`src/common/harness_pkg.sv`:
```
// harness_pkg: Wishbone and SRAM widths, step FSM state type, seven-segment constants

package harness_pkg;

    // core side Wishbone bus
    localparam int WB_DATA_WIDTH = 32;
    localparam int WB_SEL_WIDTH  = WB_DATA_WIDTH / 8;
    localparam int WB_CTI_WIDTH  = 3;
    localparam int WB_BTE_WIDTH  = 2;

    // board SRAM, two half-words per bus word
    localparam int SRAM_DATA_WIDTH = 16;

    // seven-segment display
    localparam int DIGIT_COUNT = 8;
    localparam int SEG_WIDTH   = 7;

    localparam logic [SEG_WIDTH-1:0] SEG_BLANK = 7'h7f; // active low, all dark

    // run/halt state of the single-step controller
    typedef enum logic {
        STEP_RUN  = 1'b0,
        STEP_HALT = 1'b1
    } step_state_e;

endpackage

```
`src/logic/retire_display.sv`:
```
// retire_display: retire value latch and hex to active-low seven-segment decode
`timescale 1ns/1ps

module retire_display (
    input  logic                                clk,
    input  logic                                n_rst,
    input  logic                                i_capture,
    input  logic [harness_pkg::DIGIT_COUNT*4-1:0] i_retire_data,
    output logic [harness_pkg::SEG_WIDTH-1:0]   o_hex [harness_pkg::DIGIT_COUNT]
);

    localparam int DATA_WIDTH = harness_pkg::DIGIT_COUNT * 4;

    logic [DATA_WIDTH-1:0] retire_q;
    logic                  shown;      // a value has been captured since reset

    // gfedcba, active low, bit 0 is segment a
    function automatic logic [harness_pkg::SEG_WIDTH-1:0] seg7_decode(input logic [3:0] nibble);
        logic [harness_pkg::SEG_WIDTH-1:0] seg;
        case (nibble)
            4'h0:    seg = 7'b1000000;
            4'h1:    seg = 7'b1111001;
            4'h2:    seg = 7'b0100100;
            4'h3:    seg = 7'b0110000;
            4'h4:    seg = 7'b0011001;
            4'h5:    seg = 7'b0010010;
            4'h6:    seg = 7'b0000010;
            4'h7:    seg = 7'b1111000;
            4'h8:    seg = 7'b0000000;
            4'h9:    seg = 7'b0010000;
            4'ha:    seg = 7'b0001000;
            4'hb:    seg = 7'b0000011;
            4'hc:    seg = 7'b1000110;
            4'hd:    seg = 7'b0100001;
            4'he:    seg = 7'b0000110;
            default: seg = 7'b0001110;
        endcase
        return seg;
    endfunction

    always_ff @(posedge clk) begin
        if (!n_rst) begin
            shown <= 1'b0;
        end else if (i_capture) begin
            shown <= 1'b1;
        end
    end

    always_ff @(posedge clk) begin
        if (i_capture) begin
            retire_q <= i_retire_data;
        end
    end

    for (genvar d = 0; d < harness_pkg::DIGIT_COUNT; d++) begin : g_digit
        always_ff @(posedge clk) begin
            if (!n_rst) begin
                o_hex[d] <= harness_pkg::SEG_BLANK;
            end else if (shown) begin
                o_hex[d] <= seg7_decode(retire_q[4*d +: 4]); // nibble d to digit d
            end
        end
    end

endmodule

```
`config.mk`:
```
export PLATFORM = sky130hd
export DESIGN_NAME = retire_display
export DESIGN_NICKNAME = d
export VERILOG_FILES = /design/src/common/harness_pkg.sv /design/src/logic/retire_display.sv
export SDC_FILE = /design/constraint.sdc
export NUM_CORES = 1
export LEC_CHECK = 0
export ABC_AREA = 0
export ABC_CLOCK_PERIOD_IN_PS = 1550
export CORE_MARGIN = 2
export CORE_UTILIZATION = 35
export CTS_CLUSTER_DIAMETER = 150
export DETAILED_ROUTE_END_ITERATION = 16
export DONT_BUFFER_PORTS = 1
export GPL_TIMING_DRIVEN = 0
export HOLD_SLACK_MARGIN = 0.1
export PLACE_DENSITY = 0.56
export SLEW_MARGIN = 40
export SYNTH_ARGS = -nofsm -noshare
export SYNTH_HDL_FRONTEND = slang
export SYNTH_SLANG_ARGS = --single-unit
```
`constraint.sdc`:
```
create_clock -name clk -period 1.55 [get_ports clk]
set_clock_uncertainty 0.1 [all_clocks]
set_input_delay 0.31 -clock clk [delete_from_list [all_inputs] [get_ports clk]]
set_output_delay 0.31 -clock clk [all_outputs]
set_load 0.005 [all_outputs]
```
======== Yosys cells after proc, flatten, opt, wreduce, memory -nomap -nowiden ========
Memories as Yosys holds them, arrays and structs flattened. A register that Yosys moved wholly into a read port is not among the register bits.
Cells that the tools add are included.
cells by class
  reduce and logical (&&, ||, !) cells .... 8
operator list
  kind               count
  logical NOT 1 bit  8
storage, ports and cells
  bits in registers ....................... 33
  ROM bits ................................ 896
  input port bits ......................... 35
  output and inout bits ................... 56
  logic and storage cells ................. 18
  memories ................................ 8
memories
  memory            words  width  read ports  clocked after Yosys merged registers in  wr ports  RTL line              RTL
  (name not given)  16     7      1           1                                        0         retire_display.sv:20  case (nibble)
  (name not given)  16     7      1           1                                        0         retire_display.sv:20
  (name not given)  16     7      1           1                                        0         retire_display.sv:20
  (name not given)  16     7      1           1                                        0         retire_display.sv:20
  (name not given)  16     7      1           1                                        0         retire_display.sv:20
  (name not given)  16     7      1           1                                        0         retire_display.sv:20
  2 more memories   -      -      -           -                                        -         -

======== Longest topological paths before layout ========
  depth in word-level cells ............... 1
  gate-level depth with buffers ........... 5
  mapped depth without buffers ............ 5

======== Least setup slack after synthesis ========
No wires, ideal clock.
  path kind ............................... flip-flop to flip-flop
  start ................................... register retire_q[4]
  end ..................................... register o_hex[48] in the netlist's numbering
  library setup time ...................... 131 ps
  data arrival time ....................... 1,273 ps
  setup slack ............................. 46 ps
  cell stages (with the launch flop) ...... 6
  buffers on the path ..................... 0
  period minus slack after synthesis ...... 1,504 ps
  cell sequence ........................... edfxtp_1 inv_1 ha_1 mux2_2 a221oi_1 o21ai_1
RTL lines
  item                      RTL line              RTL
  start: declaration        retire_display.sv:14  logic [DATA_WIDTH-1:0] retire_q;
  start signal: assignment  retire_display.sv:51  retire_q <= i_retire_data;
  end: declaration          retire_display.sv:9   output logic [harness_pkg::SEG_WIDTH-1:0] o_hex [harness_pkg::DIGIT_COUNT]

==> out/metrics.csv <==
metric,value,unit
status,"finished, violations left",
failing checks,setup timing,
Avg WL per Cell,19.19,um
Synth Flop Type,dfxtp_1,
min Tclk post-route,1611,ps
Crit Path Category,flop to flop,
Num CTS Buffers,9,
GPL Wtd Cong,0.8806,
initial antenna violation count,0,
port bufs,0,
Routed Wire Length,14190,um
share of cells above drive strength 1,0.2737,
die area,15250,um^2
post-route insts no fill,739,
min-delay src,n_rst,
number of synthesized register bits,89,
placed insts,656,
hold path cells,2,
vias in the first global route,3868,
die span in y,123.5,um
fillers,1261,
Final nets,645,
Reg2Reg Setup Slack,-60,ps
worst min path class,input pin to flop,
via count,3910,
Lkg Pwr,2.637,nW
final period utilization,1.039,
Achievable Freq,620.8,MHz
Die X,123.5,um
I/O pin cnt,91,
Avg Inst Size Synth,10.50,um^2
mapped cell area,4997,um^2
global-route total usage across every layer,0.1849,
Critical Path Start,retire_q[24],
Register Area,2103,um^2
reg2reg end,o_hex[13],
final slew viol count,0,
HPWL after DPL,9261,um
post-place instance area,5223,um^2
CTS tree,built,
Max Buffers Root-to-Sink,2,
drt via density,5.291,
area of the multi-input gates,2910,um^2
P per Cell Area,988.0,nW/um^2
Peak VDD IR,0.7959,mV
"area leader, netlist",dfxtp_1,
"Design Area, Final",6482,um^2
1st-pass router iterations,4,
Worst slew margin,0.5054,
hold-critical path endpoint,o_hex[22],
gr ovfl total,0,
Gate Count Post-Synth,476,
RSZ-0062 raised after global routing,yes,
pin count of the biggest net entering global routing,34,
"CTS clk-pin slew, worst paths",60,ps
critical path endpoint category,flop,
num rows,43,
first-pass GRT wire length,21050,um
clock sink total,89,
max-cap viol count,0,
synth top area cells,"dfxtp_1, edfxtp_1, ha_1",
area grow syn2layout,29.72,%
share of the synthesized area in the top cell type,0.2283,
Ant. Diodes,0,
reg-to-reg critical path startpoint,retire_q[24],
Register-to-Register Path Depth,4,
Initial Utilization,0.3586,
DRC violations left,0,
clock tree root buffer cell,clkbuf_16,
Critical Path RT,1650,ps
post-synthesis sequential area ratio,0.4206,
post-synth net total,567,
endpoints failing setup,6,
CTS H-tree lvls,3,
Core ar.,13930,um^2
Crit path arrival time,1710,ps
"EDFF count, synth",32,
"critical path fanouts, max",6,
Hold Fails Final Rpt,0,
1st-iter DRT viols,187,
worst setup margin,-60.80,ps
"Clk Latency, worst-skew pair",350,ps
Yosys warning count,0,
Slew @ Worst Pin,741.8,ps
post-route antenna net violation count,0,
Post-synth ARST share,0,
Synth cell types,53,
CP Launch Type,flop,
-- power breakdown --
group,internal [mW],leakage [nW],total (mW),switching [mW]
clock,1.40,0.146,2.28,0.880
sequential,2.64,0.787,2.85,0.217
combinational,0.610,1.70,1.27,0.657
total,4.65,2.64,6.40,1.75
-- registers in the layout, indices dropped and copies added, names as in the netlist --
register  cells
shown         1
o_hex        56
retire_q     32
-- how the worst max path moves through the flow --
| stage | to | cells past startpoint |
|---|---|---|
| floorplan | o_hex[48] | 5 |
| global placement | o_hex[48] | 5 |
| detailed placement | o_hex[13] | 5 |
| CTS | o_hex[10] | 5 |
| global route | o_hex[48] | 5 |
| finish | o_hex[13] | 4 |
-- synth_stat cells, types with 5 or more instances --
master     number
nand2b_1       14
ha_1           56
mux2i_1        31
a221oi_1        6
a21oi_1        24
buf_6           7
a211oi_1        5
inv_1          20
dfxtp_1        57
nor3_1          5
buf_4           8
o2111ai_1       5
clkbuf_1        5
o21ai_1        19
nor2_1         32
o311ai_1        8
buf_2          13
nor2b_1         7
nand2_1        25
mux2_2         10
a211o_1         8
edfxtp_1       32
nand3_1         9
o211ai_1        9
-- critical path: stages, from the launching register on --
cell	delay [ps]
edfxtp_1	490
ha_2	260
mux2_4	280
a221oi_2	240
o21ai_1	100
-- stage by stage --
step           setup TNS (ps)  power, mW  worst slack, ps    util  hold WS (ps)
5_1_grt                -968.7      6.699           -119.1  0.4652         193.2
3_5_place_dp           -952.8      3.821           -143.4  0.3748         308.9
4_1_cts                -92.18      6.309           -31.54  0.4394         168.3
3_3_place_gp           -773.9      3.802           -136.9  0.3748         308.9
2_1_floorplan               0      3.539            46.05       -         308.9
6_report               -173.2      6.405           -60.80  0.4652         177.9
-- logic make-up (layout without fill, tap and decap cells) --
family,Yosys count,in the layout,synth area share
AOI/OAI and AO/OA,122,122,0.1770
and+or+nand+nor,111,111,0.1134
DFF,89,89,0.4206
adders and majority gates,56,56,0.1402
buffers and inverters,56,139,0.06184
muxes,42,42,0.08688
-- per-layer routing --
layer	track usage	part of all wire
met1	0.2255	0.44
met2	0.3132	0.49
met3	0.05904	0.056
met4	0.05043	0.012
met5	0	0
-- layout by cell type, fill, tap and decap left out, types with 4 or more instances in the layout --
| cell type | synthesis | layout |
|---|---|---|
| nor2_1 | 32 | 32 |
| a211o_1 | 8 | 8 |
| buf_2 | 13 | 12 |
| dlygate4sd3_1 | 0 | 32 |
| a221oi_2 | 0 | 5 |
| inv_2 | 2 | 14 |
| edfxtp_1 | 32 | 32 |
| o311ai_1 | 8 | 8 |
| clkbuf_16 | 0 | 9 |
| ha_1 | 56 | 34 |
| a2111o_1 | 4 | 4 |
| clkbuf_1 | 5 | 6 |
| o21ai_1 | 19 | 19 |
| o31ai_1 | 4 | 4 |
| nand3_1 | 9 | 9 |
| mux2_2 | 10 | 8 |
| a221o_1 | 4 | 4 |
| o21ai_0 | 4 | 4 |
| nand2_1 | 25 | 25 |
| a21oi_1 | 24 | 17 |
| dfxtp_1 | 57 | 56 |
| or3_1 | 4 | 4 |
| o211ai_1 | 9 | 9 |
| mux2i_1 | 31 | 31 |
| o2111ai_1 | 5 | 5 |
| a21oi_2 | 0 | 7 |
| ha_2 | 0 | 10 |
| ha_4 | 0 | 12 |
| buf_4 | 8 | 38 |
| buf_6 | 7 | 13 |
| a211oi_2 | 0 | 4 |
| nor2b_1 | 7 | 6 |
| inv_1 | 20 | 6 |
| o32ai_2 | 0 | 4 |
| nor3_1 | 5 | 5 |
| nand2b_1 | 14 | 11 |
-- timing repair --
action,4_1_cts,5_1_grt
setup buffers,22,13
hold buffers,33,0
resized for setup,26,58
pin swaps,4,16
endpoints found under the setup margin,19,33
hold endpoints to repair,65,0
-- cell type report --
cell class,count,share of cell area
inverters,22,0.01351
plain buffers,33,0.03551
repair buffers,68,0.09593
clock inverters,4,0.01042
multi-input cells,331,0.4489
well taps,180,0.03474
clock buffers,12,0.03648
flip-flops and latches,89,0.3245
Note: power is estimated with default switching activity, not from simulation.
