### src/common/harness_pkg.sv
// harness_pkg: Wishbone and SRAM widths, step FSM state type, seven-segment constants

package harness_pkg;

    // core side Wishbone bus
    localparam int WB_DATA_WIDTH = 32;
    localparam int WB_SEL_WIDTH  = WB_DATA_WIDTH / 8;
    localparam int WB_CTI_WIDTH  = 3;
    localparam int WB_BTE_WIDTH  = 2;

    // board SRAM, two half-words per bus word
    localparam int SRAM_DATA_WIDTH = 16;

    // seven-segment display
    localparam int DIGIT_COUNT = 8;
    localparam int SEG_WIDTH   = 7;

    localparam logic [SEG_WIDTH-1:0] SEG_BLANK = 7'h7f; // active low, all dark

    // run/halt state of the single-step controller
    typedef enum logic {
        STEP_RUN  = 1'b0,
        STEP_HALT = 1'b1
    } step_state_e;

endpackage

### src/logic/step_control.sv
// push-button synchronizer, press pulse and run/halt FSM for the core enable
`timescale 1ns/1ps

module step_control (
    input  logic clk,
    input  logic n_rst,
    input  logic i_key,        // high while pressed, asynchronous
    input  logic i_retire_en,
    output logic o_core_en,
    output logic o_capture
);

    harness_pkg::step_state_e state;
    harness_pkg::step_state_e state_next;

    logic [1:0] key_sync;
    logic       key_prev;
    logic       key_press;

    // two flop synchronizer plus previous value for edge detect
    always_ff @(posedge clk) begin
        if (!n_rst) begin
            key_sync <= 2'b00;
            key_prev <= 1'b0;
        end else begin
            key_sync <= {key_sync[0], i_key};
            key_prev <= key_sync[1];
        end
    end

    assign key_press = key_sync[1] & ~key_prev; // one cycle per press

    always_comb begin
        state_next = state;
        case (state)
            harness_pkg::STEP_RUN: begin
                if (i_retire_en) begin
                    state_next = harness_pkg::STEP_HALT;
                end
            end
            harness_pkg::STEP_HALT: begin
                if (key_press) begin
                    state_next = harness_pkg::STEP_RUN;
                end
            end
            default: state_next = harness_pkg::STEP_RUN;
        endcase
    end

    always_ff @(posedge clk) begin
        if (!n_rst) begin
            state <= harness_pkg::STEP_RUN;
        end else begin
            state <= state_next;
        end
    end

    assign o_core_en = (state == harness_pkg::STEP_RUN);
    assign o_capture = (state == harness_pkg::STEP_RUN) && i_retire_en; // dropped while halted

    // a capture stops the core from the next cycle
    a_capture_halts: assert property (@(posedge clk) disable iff (!n_rst)
        o_capture |=> !o_core_en);

    // the core only resumes after a detected press
    a_resume_on_press: assert property (@(posedge clk) disable iff (!n_rst)
        $rose(o_core_en) |-> $past(key_press));

endmodule

### config.mk
export PLATFORM = sky130hd
export DESIGN_NAME = step_control
export DESIGN_NICKNAME = d
export VERILOG_FILES = /design/src/common/harness_pkg.sv /design/src/logic/step_control.sv
export SDC_FILE = /design/constraint.sdc
export NUM_CORES = 1
export LEC_CHECK = 0
export ABC_AREA = 1
export BUFFER_PORTS_ARGS = -buffer_cell sky130_fd_sc_hd__buf_4
export CAP_MARGIN = 20
export CORE_AREA = 5 5 42 44
export DETAILED_ROUTE_END_ITERATION = 6
export DIE_AREA = 0 0 47 49
export HOLD_SLACK_MARGIN = 0.1
export PLACE_DENSITY = 0.3
export SYNTH_ARGS = -nofsm -noshare
export SYNTH_HDL_FRONTEND = slang
export SYNTH_SLANG_ARGS = --single-unit
### constraint.sdc
create_clock -name clk -period 1.7 [get_ports clk]
set_input_delay 0.085 -clock clk [delete_from_list [all_inputs] [get_ports clk]]
set_output_delay 0.085 -clock clk [all_outputs]
set_load 0.005 [all_outputs]
After elaboration in Yosys (flattened, before gate mapping)
Cells that the tools add are included.
W data, S select, Z words.
{ "totals": {"reg_bits": 4, "latch_bits": 0, "mem_bits_rw": 0, "rom_bits": 0, "input_bits": 4, "out_inout_bits": 2, "wordCells": 10, "n_memories": 0} }
{ "classes": {"addsub": 0, "mul": 0, "div": 0, "order_cmp": 0, "n_eq_ne": 0, "n_shift": 0, "n_mux": 3, "bitwise": 3, "n_reduce_logical": 1} }
{ "ops": {"columns": ["operator", "n"], "rows": [
  ["$mux W1", 2],
  ["$not A1 Y1", 2],
  ["$pmux W1 S2", 1],
  ["$and A1 B1 Y1", 1],
  ["$logic_and A1 B1 Y1", 1]
]} }

Longest topological paths before layout
Gate-level depths: netlist of the first run.
{ "depth": {"depth_word": 4, "ltp_mapped": 4, "depth_no_buf": 4} }

Worst setup path after synthesis of the first run
No wires, ideal clock.
{ "synth_path": {"path_kind": "register -> register", "from": "register state", "to": "register state", "setup_time_ns": 0.114, "arrival_ns": 0.466, "t_required_ns": 1.586, "slack_ns": 1.121, "stages_incl_launch_ff": 4, "path_buffers": 0, "synth_period_minus_slack_ns": 0.579, "cell_sequence": "dfxtp_1 > inv_2 > nand2_2 > a21oi_2"} }
{ "synth_via": {"elab_chain_len": 2} }
{ "synth_rtl": {"columns": ["element", "line", "text"], "rows": [
  ["start: declaration", "step_control.sv:13", "harness_pkg::step_state_e state;"],
  ["start signal: assignment", "step_control.sv:52", "state <= harness_pkg::STEP_RUN;"],
  ["start signal: assignment", "step_control.sv:54", "state <= state_next;"],
  ["$not A1 Y1", null, null],
  ["via o_core_en", "step_control.sv:9", "output logic o_core_en,"],
  ["$pmux W1 S2", "step_control.sv:35", "case (state)"]
]} }
The timed path passes the listed nets, and every way through them passes these cells.
A chain may end at the register's enable or synchronous reset.

Final worst setup path of the first run
{ "layout_path": {"from": "input n_rst", "to": "register key_sync[0]"} }
{ "layout_lines": {"columns": ["element", "line", "text"], "rows": [
  ["start: declaration", "step_control.sv:6", "input logic n_rst,"],
  ["end signal: assignment", "step_control.sv:26", "key_sync <= {key_sync[0], i_key};"],
  ["end: declaration", "step_control.sv:16", "logic [1:0] key_sync;"]
]} }
No word-level cell between the ends.

==> out/qor.yml, run 1 <==
yosys-top-cells-count: "inv_1 (6), nand2_1 (5), dfxtp_1 (4)"
hold_path.class: "primary input to flop"
vdd_drop_max_uv: 351
dr.pass1.iters: 2
synth_seq_area_share_pct: 57.1
path_class: "primary input to flop"
finalCritPeriodShare_pct: 74.3
dpl.hpwl_um: 186
crit_path_start: "n_rst"
core.rowCount: 14
cts_resized: 0
use_met1_pct: 3.74
yosysTopAreaCell: "dfxtp_1"
tns_ns: 0
synth_top_family_by_area: "buffers and inverters"
cts.clk_slew.worst_paths_ns: 0.04
ys_warn_count: 0
track_usage_pct: 3.95
r2r-start: "key_sync[1]"
io_pins: 6
cp_max_fo: 4
status: "completed"
die_w_um: 47
worst_setup_path_end_kind: "flop"
nFillCells: 162
worst_pin_slew_ns: 0.0852
gp_congestion: 0.566
synth_compound_gate_area_share_pct: 6.25
crit_top_cell: "dlygate4sd3_1"
path_cells: "dlygate4sd3_1 -> buf_4 -> nand2_1 -> dlygate4sd3_1 -> inv_1"
synth_area_per_cell_um2: 7.79
cts_tree: "done"
yosys.area_share.xor_xnor_pct: 0
final_cell_area_um2: 250
synth_fp_nets: 22
max_freq_ghz: 0.792
numClockSinks: 4
async_flop_share_pct: 0
fin_worst_skew_ns: 0.000969
overflow: 0
grt_max_degree: 5
synth_edf_count: 0
cts_max_path_buffers: 2
maxSlewViolCount: 0
finalHoldViolations: 0
startpoint_type: "primary input"
antenna_found_initial: 0
cp_slowest_cell: "dlygate4sd3_1"
maxCapViolCount: 0
finalCoreUtilization_pct: 17.9
drt-initial-drc-count: 2
h-tree-depth: 1
netlist.area_leader.share_pct: 57.1
syn_inst: 18
cts_root_buf: "clkbuf_4"
netlist_area_um2: 140
wl_per_cell_um: 5.93
start_util_pct: 10.0
min_from: "i_retire_en"
hold_ws_ns: 0.130
ys.flop_type: "dfxtp_1"
rsz0062_at_grt: "false"
setup_violations: 0
yosysMostFrequentCell: "inv_1"
via_count: 135
fp.coreArea_um2: 1400
post-route-drc-count: 0
power.density_nw_per_um2: 979
slew_headroom_pct: 94.3
dieArea_um2: 2300
top_usage_layer: "met3"
synth_area_leaders: "dfxtp_1 (57%), inv_1 (16%), nand2_1 (13%), a21oi_2 (6.3%), nand2_2 (4.5%)"
grtUsageMet3_pct: 5.54
cp_data_arrival_time_ns: 1.39
diodes: 0
synth.distinct_cells: 6
period_minus_slack_ns: 1.26
grt_use_met2_pct: 4.07
grt_pass1_vias: 155
numCtsBuffers: 3
clock_latency_ns: 0.23
dpl_cell_area_um2: 198
ant_nets: 0
ys_ff_latch: 4
port_buffers: 5
totalWireLength_um: 267
cpPeakStageDelay_ns: 0.54
fin_nets: 35
synthAdderAreaFrac_pct: 0
die_h_um: 49
synth-simple-area-share_pct: 17.9
syn_to_final_growth_pct: 78.6
p_leak_nw: 0.136
synthMuxAreaShare_pct: 0
grt_first_pass_wirelength_um: 572
drive_above_1_share_pct: 37.9
viasPerCell: 3.00
cp.required_ns: 1.83
[area by class of cell]
type | count | area, um^2 | area share (%)
sequential | 4 | 80.1 | 32.0
inverter | 7 | 26.3 | 10.5
multi-input combinational | 7 | 33.8 | 13.5
tap | 16 | 20.0 | 8.00
timing repair buffer | 8 | 67.6 | 27.0
clock buffer | 3 | 22.5 | 9.00
[kinds of logic (layout without fill, tap and decap cells)]
logic type | after synthesis | in the layout
AO/OA/AOI/OAI | 1 | 1
buffers and inverters | 7 | 18
flip-flops | 4 | 4
AND/OR/NAND/NOR | 6 | 6
[routing by layer]
layer | wire length [um] | vias to the layer above
met5 | 0 | -
met4 | 0 | 0
met3 | 57 | 0
met2 | 93 | 8
met1 | 115 | 55
li1 | - | 72
[worst paths after layout]
kind                       to  slack (ns)  cells after the start
setup / recovery  key_sync[0]        0.44                      5
hold / removal          state        0.13                      3
setup reg to reg        state        1.10                      3
hold reg to reg   key_sync[1]        0.41                      2
[what timing repair did]
item,CTS,global route
setup buffers,0,0
hold buffers,3,0
hold endpoints to repair,3,0
[metrics by stage]
| stage | setup WS, ns | total power, W | cells |
|---|---|---|---|
| after floorplan | 1.12 | 0.000113 | 18 |
| after global placement | 1.03 | 0.000126 | 39 |
| final | 0.437 | 0.000245 | 45 |
| after CTS | 0.452 | 0.000252 | 45 |
| after global routing | 0.398 | 0.000267 | 45 |
| after detailed placement | 1.02 | 0.000126 | 39 |
[registers in the layout, indices dropped and copies added (netlist names)]
signal    flops
key_prev      1
state         1
key_sync      2
[cell usage in the layout (no fill, tap or decap)]
master         count
nand2_2            1
clkbuf_4           3
inv_1              6
dfxtp_1            4
buf_4              5
nand2_1            5
dlygate4sd3_1      3
inv_2              1
a21oi_2            1
[power by group]
group	internal, W	total (W)	switching [W]
clock	0.0000788	0.000115	0.0000362
sequential	0.0000994	0.000102	0.00000216
combinational	0.0000177	0.0000286	0.0000109
total	0.000196	0.000245	0.0000493
[worst max-delay path: cells and delay by family]
kind / cells / cell delay [ns]
buffers and inverters: 4 / 1.27
AND/OR/NAND/NOR: 1 / 0.05
No activity file was read; power rests on OpenSTA's default activity.
==> run 2, diff against run 1 <==
clock period = 1.19 ns   (was 1.7 ns; I/O delays follow)
==> run 2 against run 1 <==
Against the previous run:
- die area unchanged
- critical endpoint is now o_capture
- sequential share of layout area unchanged
- critical path depth unchanged
- flip-flop and latch count unchanged
- utilization unchanged
- setup slack got worse by 0.27 ns
- combinational power increased by 43%
- critical path type is now primary input to output pin
==> out/qor.yml, run 2 (synthesized netlist as in run 1, its figures left out) <==
dieArea_um2: 2300
via_count: 136
start_util_pct: 10.0
antenna_found_initial: 0
track_usage_pct: 3.45
rsz0062_at_grt: "false"
min_path_cells: 2
dpl.hpwl_um: 193
core.rowCount: 14
gp_congestion: 0.567
tns_ns: 0
nFillCells: 158
hold_path.class: "flop to flop"
setup_violations: 0
startpoint_type: "primary input"
numClockSinks: 4
largest_reg_flops: 2
fin_ws_ns: 0.168
post-route-drc-count: 0
path_class: "primary input to output pin"
cts_resized: 0
io_pins: 6
viasPerCell: 3.02
port_buffers: 5
slew_headroom_pct: 93.4
sequentialPowerShare_pct: 40.5
maxSlewViolCount: 0
overflow: 0
p_leak_nw: 0.137
totalWireLength_um: 277
fp.coreArea_um2: 1400
maxCapViolCount: 0
cts_root_buf: "clkbuf_4"
reg_top3: "key_sync x2, key_prev x1, state x1"
grt_first_pass_wirelength_um: 462
combPwrFrac_pct: 11.4
dr.pass1.iters: 1
clock_latency_ns: 0.24
grt_max_degree: 5
clkPwrFrac_pct: 48.1
ant_nets: 0
die_h_um: 49
cp_max_fo: 2
reg2reg_slack_ns: 0.58
multi_input_area_um2: 33.8
r2r_cells: 3
grt_pass1_vias: 114
vdd_drop_max_uv: 502
fin_worst_skew_ns: 0.00356
period_minus_slack_ns: 1.02
cts.clk_slew.worst_paths_ns: 0.04
max_freq_ghz: 0.978
netSwitchingPower_w: 0.0000784
cp_data_arrival_time_ns: 0.96
power_w: 0.000359
seqCellArea_um2: 80.1
finalHoldViolations: 0
numCtsBuffers: 3
status: "completed"
intPower_w: 0.000280
drive_above_1_share_pct: 37.9
largest-register: "key_sync"
drt-initial-drc-count: 0
switching_share_pct: 21.9
cts_max_path_buffers: 2
mostFrequentLayoutCells: "inv_1 (6), nand2_1 (5), buf_4 (5)"
h-tree-depth: 1
layout_commonest_cell: "inv_1"
cts_tree: "done"
worst_setup_path_end_kind: "output pin"
dp_slack_ns: 0.531
syn_to_final_growth_pct: 78.6
wl_per_cell_um: 6.16
finalCoreUtilization_pct: 17.9
diodes: 0
power.density_nw_per_um2: 1430
fin_nets: 35
cp.required_ns: 1.13
worst_pin_slew_ns: 0.0991
die_w_um: 47
finalCritPeriodShare_pct: 85.9
==> run 2: cell counts in the layout (fill, tap and decap cells not counted) <==
Identical to the previous run, type by type.
==> run 2: path summary, 6_finish.rpt <==
| path | endpoint | from |
|---|---|---|
| setup reg to reg | state | state |
| hold reg to reg | key_sync[1] | key_sync[0] |
| hold / removal | key_sync[1] | key_sync[0] |
| setup / recovery | o_capture | i_retire_en |
==> run 2: metal layers <==
metal	GRT usage, %	up-vias	wire length, um
li1	-	72	-
met1	3.74	55	132
met2	2.49	9	81
met3	6.64	0	63
met4	1.38	0	0
met5	0	-	0
==> run 2: area by class of cell <==
cell class,count,area share [%]
Clock buffer,3,9.00
Inverter,7,10.5
Multi-Input combinational cell,7,13.5
Sequential cell,4,32.0
Tap cell,16,8.00
Timing Repair Buffer,8,27.0
==> run 2: metrics by stage <==
stage               area, um^2  hold WS, ns  cells
finish                     250        0.412     45
global route               250        0.464     45
CTS                        250        0.417     45
detailed placement         198        0.242     39
global placement           198        0.239     39
floorplan                  140        0.153     18
==> run 2: worst max-delay path: stages <==
cell,delay [ns]
dlygate4sd3_1,0.53
buf_4,0.13
nand2_2,0.07
inv_1,0.04
buf_4,0.12
==> run 2: repair_timing <==
item	4_1_cts	5_1_grt
buffers inserted	0	0
hold buffers	3	0
hold endpoints to repair	4	0
==> run 2: power by group through the flow <==
stage                     Sequential [W]  Combinational, W  Clock (W)
after floorplan                 0.000146         0.0000148          0
after CTS                       0.000145         0.0000416   0.000176
final                           0.000145         0.0000409   0.000172
after detailed placement        0.000147         0.0000336          0
after global placement          0.000147         0.0000329          0
after global routing            0.000146         0.0000455   0.000192
